### src/rtl/hazard_pkg.sv
package hazard_pkg;

    // Register file index and instruction field widths
    localparam int reg_addr_width = 4;
    localparam int imm_width      = 18;
    localparam int opcode_width   = 5;

    // Return address register, implicit target of call and ret
    localparam logic [reg_addr_width-1:0] ra_index = 4'd15;

    // Upper bits of op2 when it carries a register index
    localparam int op2_pad_width = imm_width - reg_addr_width;

    // SimpleRisc opcode encoding
    typedef enum logic [opcode_width-1:0] {
        op_add  = 5'b00000,
        op_sub  = 5'b00001,
        op_mul  = 5'b00010,
        op_div  = 5'b00011,
        op_mod  = 5'b00100,
        op_cmp  = 5'b00101,
        op_and  = 5'b00110,
        op_or   = 5'b00111,
        op_not  = 5'b01000,
        op_mov  = 5'b01001,
        op_lsl  = 5'b01010,
        op_lsr  = 5'b01011,
        op_asr  = 5'b01100,
        op_nop  = 5'b01101,
        op_ld   = 5'b01110,
        op_st   = 5'b01111,
        op_beq  = 5'b10000,
        op_bgt  = 5'b10001,
        op_b    = 5'b10010,
        op_call = 5'b10011,
        op_ret  = 5'b10100
    } opcode_e;

    // Register view of the second operand
    typedef struct packed {
        logic [op2_pad_width-1:0]  pad;
        logic [reg_addr_width-1:0] rs2;
    } op2_regs_t;

    // Second operand, immediate or rs2 depending on imm_bit
    typedef union packed {
        logic [imm_width-1:0] imm;
        op2_regs_t            regs;
    } op2_u;

    // One pipeline stage as seen by the hazard logic
    typedef struct packed {
        logic                      valid;
        opcode_e                   opcode;
        logic                      imm_bit;
        logic [reg_addr_width-1:0] rd;
        logic [reg_addr_width-1:0] rs1;
        op2_u                      op2;
    } stage_info_t;

    // Registers read and written by one stage
    typedef struct packed {
        logic                      reads_src1;
        logic [reg_addr_width-1:0] src1;
        logic                      reads_src2;
        logic [reg_addr_width-1:0] src2;
        logic                      writes_dest;
        logic [reg_addr_width-1:0] dest;
        // Load result only exists after memory access
        logic                      is_load;
    } reg_role_t;

    // Registered hazard flags
    typedef struct packed {
        // Writeback to decode
        logic wb_dd_rs1;
        logic wb_dd_rs2;
        // Memory to execute, loads excluded
        logic mem_exec_rs1;
        logic mem_exec_rs2;
        // Writeback to execute
        logic wb_exec_rs1;
        logic wb_exec_rs2;
        // Writeback to memory
        logic wb_mem_rs1;
        logic wb_mem_rs2;
        // Load in execute feeding decode
        logic ld_use;
    } fwd_flags_t;

endpackage
### src/rtl/hazard_unit.sv
module hazard_unit (
    input  logic                    clk,
    input  logic                    rst_n,
    input  hazard_pkg::stage_info_t dd_stage,
    input  hazard_pkg::stage_info_t exec_stage,
    input  hazard_pkg::stage_info_t mem_stage,
    input  hazard_pkg::stage_info_t wb_stage,
    output hazard_pkg::fwd_flags_t  flags
);

    // Register roles per stage
    hazard_pkg::reg_role_t dd_role;
    hazard_pkg::reg_role_t exec_role;
    hazard_pkg::reg_role_t mem_role;
    hazard_pkg::reg_role_t wb_role;

    // Decode holds a store, used by load-use only
    logic dd_is_store;

    // Registered per path flags
    logic wb_dd_rs1;
    logic wb_dd_rs2;
    logic mem_exec_rs1;
    logic mem_exec_rs2;
    logic wb_exec_rs1;
    logic wb_exec_rs2;
    logic wb_mem_rs1;
    logic wb_mem_rs2;
    logic ld_use;

    assign dd_is_store = (dd_stage.opcode == hazard_pkg::op_st);

    // One decoder per stage
    operand_role_decode u_dd_decode (
        .stage (dd_stage),
        .role  (dd_role)
    );

    operand_role_decode u_exec_decode (
        .stage (exec_stage),
        .role  (exec_role)
    );

    operand_role_decode u_mem_decode (
        .stage (mem_stage),
        .role  (mem_role)
    );

    operand_role_decode u_wb_decode (
        .stage (wb_stage),
        .role  (wb_role)
    );

    // Writeback result into decode operand read
    fwd_path_compare u_wb_dd (
        .clk          (clk),
        .rst_n        (rst_n),
        .reader_valid (dd_stage.valid),
        .writer_valid (wb_stage.valid),
        .reader       (dd_role),
        .writer       (wb_role),
        .rs1_conflict (wb_dd_rs1),
        .rs2_conflict (wb_dd_rs2)
    );

    // Memory stage ALU result into execute
    // Load data not available here
    fwd_path_compare #(
        .load_writes (1'b0)
    ) u_mem_exec (
        .clk          (clk),
        .rst_n        (rst_n),
        .reader_valid (exec_stage.valid),
        .writer_valid (mem_stage.valid),
        .reader       (exec_role),
        .writer       (mem_role),
        .rs1_conflict (mem_exec_rs1),
        .rs2_conflict (mem_exec_rs2)
    );

    // Writeback into execute
    fwd_path_compare u_wb_exec (
        .clk          (clk),
        .rst_n        (rst_n),
        .reader_valid (exec_stage.valid),
        .writer_valid (wb_stage.valid),
        .reader       (exec_role),
        .writer       (wb_role),
        .rs1_conflict (wb_exec_rs1),
        .rs2_conflict (wb_exec_rs2)
    );

    // Writeback into memory, covers load then store
    fwd_path_compare u_wb_mem (
        .clk          (clk),
        .rst_n        (rst_n),
        .reader_valid (mem_stage.valid),
        .writer_valid (wb_stage.valid),
        .reader       (mem_role),
        .writer       (wb_role),
        .rs1_conflict (wb_mem_rs1),
        .rs2_conflict (wb_mem_rs2)
    );

    // Stall when decode needs a load still in execute
    load_use_detect u_load_use (
        .clk         (clk),
        .rst_n       (rst_n),
        .exec_valid  (exec_stage.valid),
        .dd_valid    (dd_stage.valid),
        .exec_role   (exec_role),
        .dd_role     (dd_role),
        .dd_is_store (dd_is_store),
        .ld_use      (ld_use)
    );

    // Collect into output struct, field order as in the package
    assign flags = '{
        wb_dd_rs1:    wb_dd_rs1,
        wb_dd_rs2:    wb_dd_rs2,
        mem_exec_rs1: mem_exec_rs1,
        mem_exec_rs2: mem_exec_rs2,
        wb_exec_rs1:  wb_exec_rs1,
        wb_exec_rs2:  wb_exec_rs2,
        wb_mem_rs1:   wb_mem_rs1,
        wb_mem_rs2:   wb_mem_rs2,
        ld_use:       ld_use
    };

endmodule

### src/rtl/load_use_detect.sv
module load_use_detect (
    input  logic                  clk,
    input  logic                  rst_n,
    input  logic                  exec_valid,
    input  logic                  dd_valid,
    input  hazard_pkg::reg_role_t exec_role,
    input  hazard_pkg::reg_role_t dd_role,
    input  logic                  dd_is_store,
    output logic                  ld_use
);

    // Load in execute with a real destination
    logic load_pending;
    logic src1_hit;
    logic src2_hit;
    logic stall;

    // Register 0 never carries a dependency
    assign load_pending = exec_valid && dd_valid && exec_role.is_load
                          && (exec_role.dest != '0);

    // Decode sources, zero register excluded
    assign src1_hit = dd_role.reads_src1 && (dd_role.src1 != '0)
                      && (dd_role.src1 == exec_role.dest);
    assign src2_hit = dd_role.reads_src2 && (dd_role.src2 != '0)
                      && (dd_role.src2 == exec_role.dest);

    // Load to store data is covered by wb to mem forwarding
    assign stall = load_pending && !dd_is_store && (src1_hit || src2_hit);

    always_ff @(posedge clk or negedge rst_n)
    begin
        if (!rst_n)
        begin
            ld_use <= 1'b0;
        end
        else
        begin
            ld_use <= stall;
        end
    end

endmodule

### src/rtl/fwd_path_compare.sv
module fwd_path_compare #(
    // Clear to ignore load writers on this path
    parameter bit load_writes = 1'b1
) (
    input  logic                  clk,
    input  logic                  rst_n,
    input  logic                  reader_valid,
    input  logic                  writer_valid,
    input  hazard_pkg::reg_role_t reader,
    input  hazard_pkg::reg_role_t writer,
    output logic                  rs1_conflict,
    output logic                  rs2_conflict
);

    // Writer result can be forwarded on this path
    logic dest_usable;
    logic rs1_hit;
    logic rs2_hit;

    // Both stages live and writer produces a register result
    // Load data is not ready yet when load_writes is clear
    assign dest_usable = reader_valid && writer_valid && writer.writes_dest
                         && (load_writes || !writer.is_load);

    // Per source match against the writer's dest
    assign rs1_hit = dest_usable && reader.reads_src1
                     && (reader.src1 == writer.dest);
    assign rs2_hit = dest_usable && reader.reads_src2
                     && (reader.src2 == writer.dest);

    // One cycle late flags
    always_ff @(posedge clk or negedge rst_n)
    begin
        if (!rst_n)
        begin
            rs1_conflict <= 1'b0;
            rs2_conflict <= 1'b0;
        end
        else
        begin
            rs1_conflict <= rs1_hit;
            rs2_conflict <= rs2_hit;
        end
    end

endmodule

### src/rtl/operand_role_decode.sv
module operand_role_decode (
    input  hazard_pkg::stage_info_t stage,
    output hazard_pkg::reg_role_t   role
);

    // Opcode classes
    logic no_src1;
    logic no_src2;
    logic no_dest;
    logic is_store;

    always_comb
    begin
        no_src1 = 1'b0;
        no_src2 = 1'b0;
        no_dest = 1'b0;
        case (stage.opcode)
            // Branches and nop touch no general register
            hazard_pkg::op_nop, hazard_pkg::op_b,
            hazard_pkg::op_beq, hazard_pkg::op_bgt:
            begin
                no_src1 = 1'b1;
                no_src2 = 1'b1;
                no_dest = 1'b1;
            end
            // Call only writes ra
            hazard_pkg::op_call:
            begin
                no_src1 = 1'b1;
                no_src2 = 1'b1;
            end
            // Unary ops take their input through op2
            hazard_pkg::op_not, hazard_pkg::op_mov:
                no_src1 = 1'b1;
            // Compare, store and ret produce no register result
            hazard_pkg::op_cmp, hazard_pkg::op_st, hazard_pkg::op_ret:
                no_dest = 1'b1;
            default:
                no_dest = 1'b0;
        endcase
    end

    assign is_store = (stage.opcode == hazard_pkg::op_st);

    // First source, ra for ret
    assign role.reads_src1 = !no_src1;
    assign role.src1       = (stage.opcode == hazard_pkg::op_ret) ? hazard_pkg::ra_index
                                                                  : stage.rs1;

    // Store data comes from rd, never from the immediate
    assign role.reads_src2 = !no_src2 && (is_store || !stage.imm_bit);
    // With imm_bit clear op2 holds an rs2 index
    assign role.src2       = is_store ? stage.rd : stage.op2.regs.rs2;

    // Destination, ra for call
    assign role.writes_dest = !no_dest;
    assign role.dest        = (stage.opcode == hazard_pkg::op_call) ? hazard_pkg::ra_index
                                                                    : stage.rd;

    assign role.is_load = (stage.opcode == hazard_pkg::op_ld);

endmodule

### config.mk
export PLATFORM = sky130hd
export DESIGN_NAME = hazard_unit
export DESIGN_NICKNAME = d
export VERILOG_FILES = /design/src/rtl/hazard_pkg.sv /design/src/rtl/hazard_unit.sv /design/src/rtl/load_use_detect.sv /design/src/rtl/fwd_path_compare.sv /design/src/rtl/operand_role_decode.sv
export SDC_FILE = /design/constraint.sdc
export NUM_CORES = 1
export LEC_CHECK = 0
export ABC_AREA = 0
export ABC_CLOCK_PERIOD_IN_PS = 800
export BUFFER_PORTS_ARGS = -buffer_cell sky130_fd_sc_hd__buf_2
export CAP_MARGIN = 20
export CORE_MARGIN = 5
export CORE_UTILIZATION = 39
export CTS_CLUSTER_DIAMETER = 200
export DETAILED_ROUTE_END_ITERATION = 16
export PLACE_DENSITY = 0.85
export SLEW_MARGIN = 10
export SYNTH_ARGS = -nofsm -noshare
export SYNTH_HDL_FRONTEND = slang
export SYNTH_SLANG_ARGS = --single-unit
### constraint.sdc
create_clock -name clk -period 0.8 [get_ports clk]
set_input_delay 0.04 -clock clk [delete_from_list [all_inputs] [get_ports clk]]
set_output_delay 0.04 -clock clk [all_outputs]
set_load 0.01 [all_outputs]
# ---- After elaboration in Yosys (flattened, before gate mapping)
# Index checks and enable logic that the tools add are counted.
dict set report word_totals {
  out_inout_bits 9
  word_cells 139
  in_bits 134
  register_bits 9
}
dict set report op_classes {
  mux 17
  eq_ne 48
  n_reduce_logical 65
}
# operator count
set op_table {}
lappend op_table {{5-bit == test, second input constant} 20}
lappend op_table {{5-bit by 4-bit == test with 1-bit output, second input constant} 16}
lappend op_table {{4-bit == test} 10}
lappend op_table {{1-bit logical AND} 37}
lappend op_table {{4-bit 2-to-1 mux} 9}
lappend op_table {{7-bit OR reduction} 5}
lappend op_table {{5-bit OR reduction} 3}
lappend op_table {{1-bit zero test} 13}
lappend op_table {{4-bit nonzero test} 3}
lappend op_table {{5-bit by 3-bit == test with 1-bit output, second input constant} 2}
lappend op_table {{1-bit 2-to-1 mux} 8}
lappend op_table {{1-bit logical OR} 4}

# ---- Longest topological paths before layout
dict set report logic_depth {
  depth_word 9
  mapped_depth 8
  depth_no_buf 6
}

# ---- Cells and area by module
# Synthesis repeated with hierarchy kept, for this count alone.
dict set report hier_totals {
  cells_unflattened 221
  area_unflattened_um2 1809.2
}
# module n_inst seq_area_each_um2 cells_each area_per_inst_um2
set by_module_without_submodules {}
lappend by_module_without_submodules {operand_role_decode 4 0.0 33 235.2}
lappend by_module_without_submodules {{fwd_path_compare at u_wb_dd ...} 3 50.0 15 157.7}
lappend by_module_without_submodules {{fwd_path_compare at u_mem_exec} 1 50.0 17 157.7}
lappend by_module_without_submodules {load_use_detect 1 25.0 16 153.9}
lappend by_module_without_submodules {hazard_unit 1 0.0 11 83.8}

# ---- Least setup slack after synthesis
# Ideal clock, no wire load.
dict set report synth_timing {
  kind {input port to flip-flop}
  from {in exec_stage[31] in the netlist's numbering}
  to {reg u_mem_exec.rs2_conflict}
  n_path_buf 0
  path_slack_ns -0.919
  path_stages 6
  arrival_ns 1.632
  required_time_ns 0.713
  setup_time_ns 0.087
  cell_sequence {nand3b_2 -> nor2_2 -> mux2i_1 -> o22ai_1 -> or4_1 -> a211oi_2}
}
dict set report synth_via {
  elab_chain_cells 7
  word_cells_on_any_way 15
  cone_classes {7 x eq/ne; 2 x mux; 6 x reduce/logical}
}
# element line_no
set synth_rtl {}
lappend synth_rtl {{start: declaration} hazard_unit.sv:5} ;# input hazard_pkg::stage_info_t exec_stage,
lappend synth_rtl {{5-bit by 4-bit == test with 1-bit output, or another cell as far along} --}
lappend synth_rtl {{5-bit OR reduction (no source line)} --}
lappend synth_rtl {{1-bit 2-to-1 mux} operand_role_decode.sv:17} ;# case (stage.opcode)
lappend synth_rtl {{1-bit zero test} operand_role_decode.sv:51} ;# assign role.reads_src2 = !no_src2 && (is_store || !stage.imm_bit);
lappend synth_rtl {{1-bit logical AND} operand_role_decode.sv:51}
lappend synth_rtl {{1-bit logical AND} fwd_path_compare.sv:28} ;# assign rs2_hit = dest_usable && reader.reads_src2
lappend synth_rtl {{1-bit logical AND *} fwd_path_compare.sv:29} ;# && (reader.src2 == writer.dest);
lappend synth_rtl {{net u_mem_exec.rs2_hit} fwd_path_compare.sv:18} ;# logic rs2_hit;
lappend synth_rtl {{end signal: assignment} fwd_path_compare.sv:42} ;# rs2_conflict <= rs2_hit;
lappend synth_rtl {{end: declaration} fwd_path_compare.sv:12} ;# output logic rs2_conflict
# Mark *: on every way through the listed nets, which the timed path passes. The rest lies on a longest branch.

# ---- Final worst setup path
# Same ends and word-level chain as after synthesis.

==> results.toml <==
[status]
status = "finished with violations"
violations = "negative setup slack"

[floorplan]
std_cell_rows = 23
die_h_um = 74.8
die_w_um = 74.8
coreArea_mm2 = 0.00403
start_util_pct = 40.6
die-area_mm2 = 0.00559
top_level_ports = 143

[synth]
avgSynthCellArea_um2 = 7.68
ys_seq_area_share_pct = 13.8
async_reset_ff_share_pct = 100
synth_top_area_cell = "dfrtp_1"
synthAdderAreaFrac_pct = 1.22
synthTopCellsByCount = "nor2_1 (20), a21oi_1 (18), xnor2_1 (18)"
synth_seq_cells = 9
yosys_most_used_dff = "dfrtp_1"
synth_compound_area_share_pct = 22.9
synthMuxAreaShare_pct = 10.2
synth-xor-area-share_pct = 13.9
syn-num-nets = 347
synth.distinct_cells = 56
synth-simple-area-share_pct = 31.9
synth.most_common_cell = "nor2_1"
synthCells = 213
synth_edf_count = 0
syn-cell-area_mm2 = 0.00164
yosys_warnings = 0
netlist.area_leader.share_pct = 13.8
synth_top_family_by_area = "simple AND/OR/NAND/NOR gates"
netlist_top_cells_area = "dfrtp_1 (14%), xnor2_1 (9.6%), a21oi_1 (5.5%)"

[worst_setup_path]
cpMostUsedCell = "buf_6"
arrival_ns = 1.52
cpMaxStageDelayCell = "or4_4"
cpPeakStageDelay_ns = 0.42
path_buf_inv = 2
critPathLaunchType = "input port"
crit_path_end_kind = "flip-flop"
path_max_fanout = 3
crit_type = "in -> reg"
crit_chain = "buf_6 -> nand3b_4 -> nor2_4 -> buf_6 -> mux2i_2 -> o22ai_1 -> or4_4 -> a211oi_2"
cp_top_family = "simple AND/OR/NAND/NOR gates"
required_ns = 0.95

[power]
swShare_pct = 37.0
p_switching_uw = 901
p_per_area_mw_per_mm2 = 804
seqPwrFrac_pct = 18.9
p_comb_share_pct = 58.7
vdd_drop_max_uv = 661
internal_power_uw = 1530
pwr-share-clk_pct = 22.3
leakagePower_uw = 0.00131

[cells_and_area]
fin_cells = 399
fin_area_mm2 = 0.00303
fin_util_pct = 75.1
diodes = 0
drive_gt1_share_pct = 60.5
syn2layout_area_growth_pct = 84.9
fin_nets = 484

[detailed_routing]
met2_length_um = 4030
wl_met3_um = 680
initialDrtViolationCount = 232
wl_per_cell_um = 20.0
via_count = 2459
wirelength_um = 7980
postRouteAntennaNets = 0
top_layer = "met4"
viasPerCell = 6.16
drt_first_pass_iters = 7
wl_met1_um = 2780
drc = 0

[timing]
maxSlewViolCount = 0
setup_ws_ns = -0.571
setup_viol = 10
fin_crit_sh_pct = 171
slew_headroom_pct = 66.2
final-hold-violation-count = 0
max_clock_freq_mhz = 730
timing.final.crit_period_ns = 1.37
grt_setup_unrepaired = "true"
tightest_slew_ns = 0.499
hold_ws_ns = 0.123

[cts]
cts_sinks = 9
cts_tree = "built"
clk_pin_slew_worst_paths_ns = 0.05
cts_root_buffer = "clkbuf_8"
h-tree-depth = 1
cts_buffer_depth = 2
cts_buffers = 3

[place]
dpl_cell_area_mm2 = 0.00260
dp_cells = 387
dp_hpwl_um = 5040
io_buffers = 77
routabilityCongestion = 0.867
dp_slack_ns = -0.871

[grt]
grt_util_all_layers_pct = 25.0
grt_pass1_vias = 2471
antenna_found_initial = 0
grt_first_pass_wirelength_um = 10900
grt_max_degree = 10
grt-ovfl-total = 0

[min_path]
hold_class = "in -> reg"

[run]
maxCapViolCount = 0
-- per-layer routing --
metal | vias to the layer above | global-route usage [%]
met2 | 195 | 44.6
met4 | 0 | 13.4
met5 | - | 0
li1 | 1080 | -
met3 | 58 | 5.07
met1 | 1126 | 27.8
-- sequential cells by signal (all words and copies together) (netlist names) --
name	flops
u_load_use.ld_use	1
u_mem_exec.rs1_conflict	1
u_mem_exec.rs2_conflict	1
u_wb_dd.rs1_conflict	1
u_wb_dd.rs2_conflict	1
u_wb_exec.rs1_conflict	1
u_wb_exec.rs2_conflict	1
u_wb_mem.rs1_conflict	1
u_wb_mem.rs2_conflict	1
-- logic make-up after synthesis --
family                   count (synthesis)
flip-flops                               9
buffers and inverters                   17
XOR/XNOR                                26
adder cells (fa/ha/maj)                  2
multiplexers                            12
AO/OA/AOI/OAI                           54
AND/OR/NAND/NOR                         93
-- tightest hold or removal path, stage by stage --
cell and delay, ns:
buf_2 0.13, o2111ai_2 0.09, nor3_2 0.06
-- cells in the final DEF, fill, tap and decap left out, types with 2 or more instances in the layout --
cell and instances:
nor4_4 2, nor4b_4 2, o311ai_1 2, a211oi_2 3, nor2_1 17, xnor2_2 3, o22ai_1 2, o21ai_0 3
buf_12 2, nor3_2 4, nand2_1 14, mux2i_4 5, mux2i_1 2, nor3b_1 5, xnor2_1 15, buf_6 14
or2_4 2, nor3_1 8, a21oi_1 11, a21oi_4 3, clkbuf_8 3, xor2_1 8, buf_2 68, nor2_4 2
a21oi_2 6, o211ai_1 2, buf_4 62, nand2b_1 4, o32ai_2 3, nand3_1 9, buf_8 2, nor2_2 3
maj3_1 2, dfrtp_1 9, o32ai_1 2, mux2i_2 4, or3b_4 2
-- path summary, 6_finish.rpt --
check	from	endpoint	slack (ns)	cells past startpoint
max in group asynchronous	rst_n	u_mem_exec.rs1_conflict	0.42	2
max	exec_stage[31]	u_mem_exec.rs2_conflict	-0.57	8
min in group asynchronous	rst_n	u_wb_dd.rs1_conflict	0.20	2
min	mem_stage[32]	u_wb_mem.rs2_conflict	0.12	3
-- stage by stage --
stage                     total power (uW)  TNS [ns]
after floorplan                       1010     -3.90
after global placement                1570     -5.82
after detailed placement              1610     -6.36
after CTS                             2240     -3.76
after global routing                  2540     -4.42
final                                 2430     -4.16
-- layout make-up --
| class | count | area (um^2) |
|---|---|---|
| multi-input cells | 187 | 1650 |
| well taps | 50 | 62.6 |
| clock buffers | 4 | 45.0 |
| fillers | 265 | 1000 |
| repair buffers | 149 | 1040 |
| flip-flops and latches | 9 | 225 |
-- repair_timing --
action | in CTS | in global routing
setup buffers | 6 | 3
setup endpoints to repair | 9 | 11
pin swaps | 19 | 20
hold buffers | 1 | 0
hold endpoints to repair | 9 | 0
gates resized for setup | 31 | 31
-- power groups by stage --
stage               clock [uW]  combinational, uW  sequential, uW
floorplan                    0                542             468
global placement             0               1100             468
detailed placement           0               1140             468
CTS                        539               1240             461
global route               576               1500             461
finish                     543               1430             461
(Power assumes the default switching activity.)
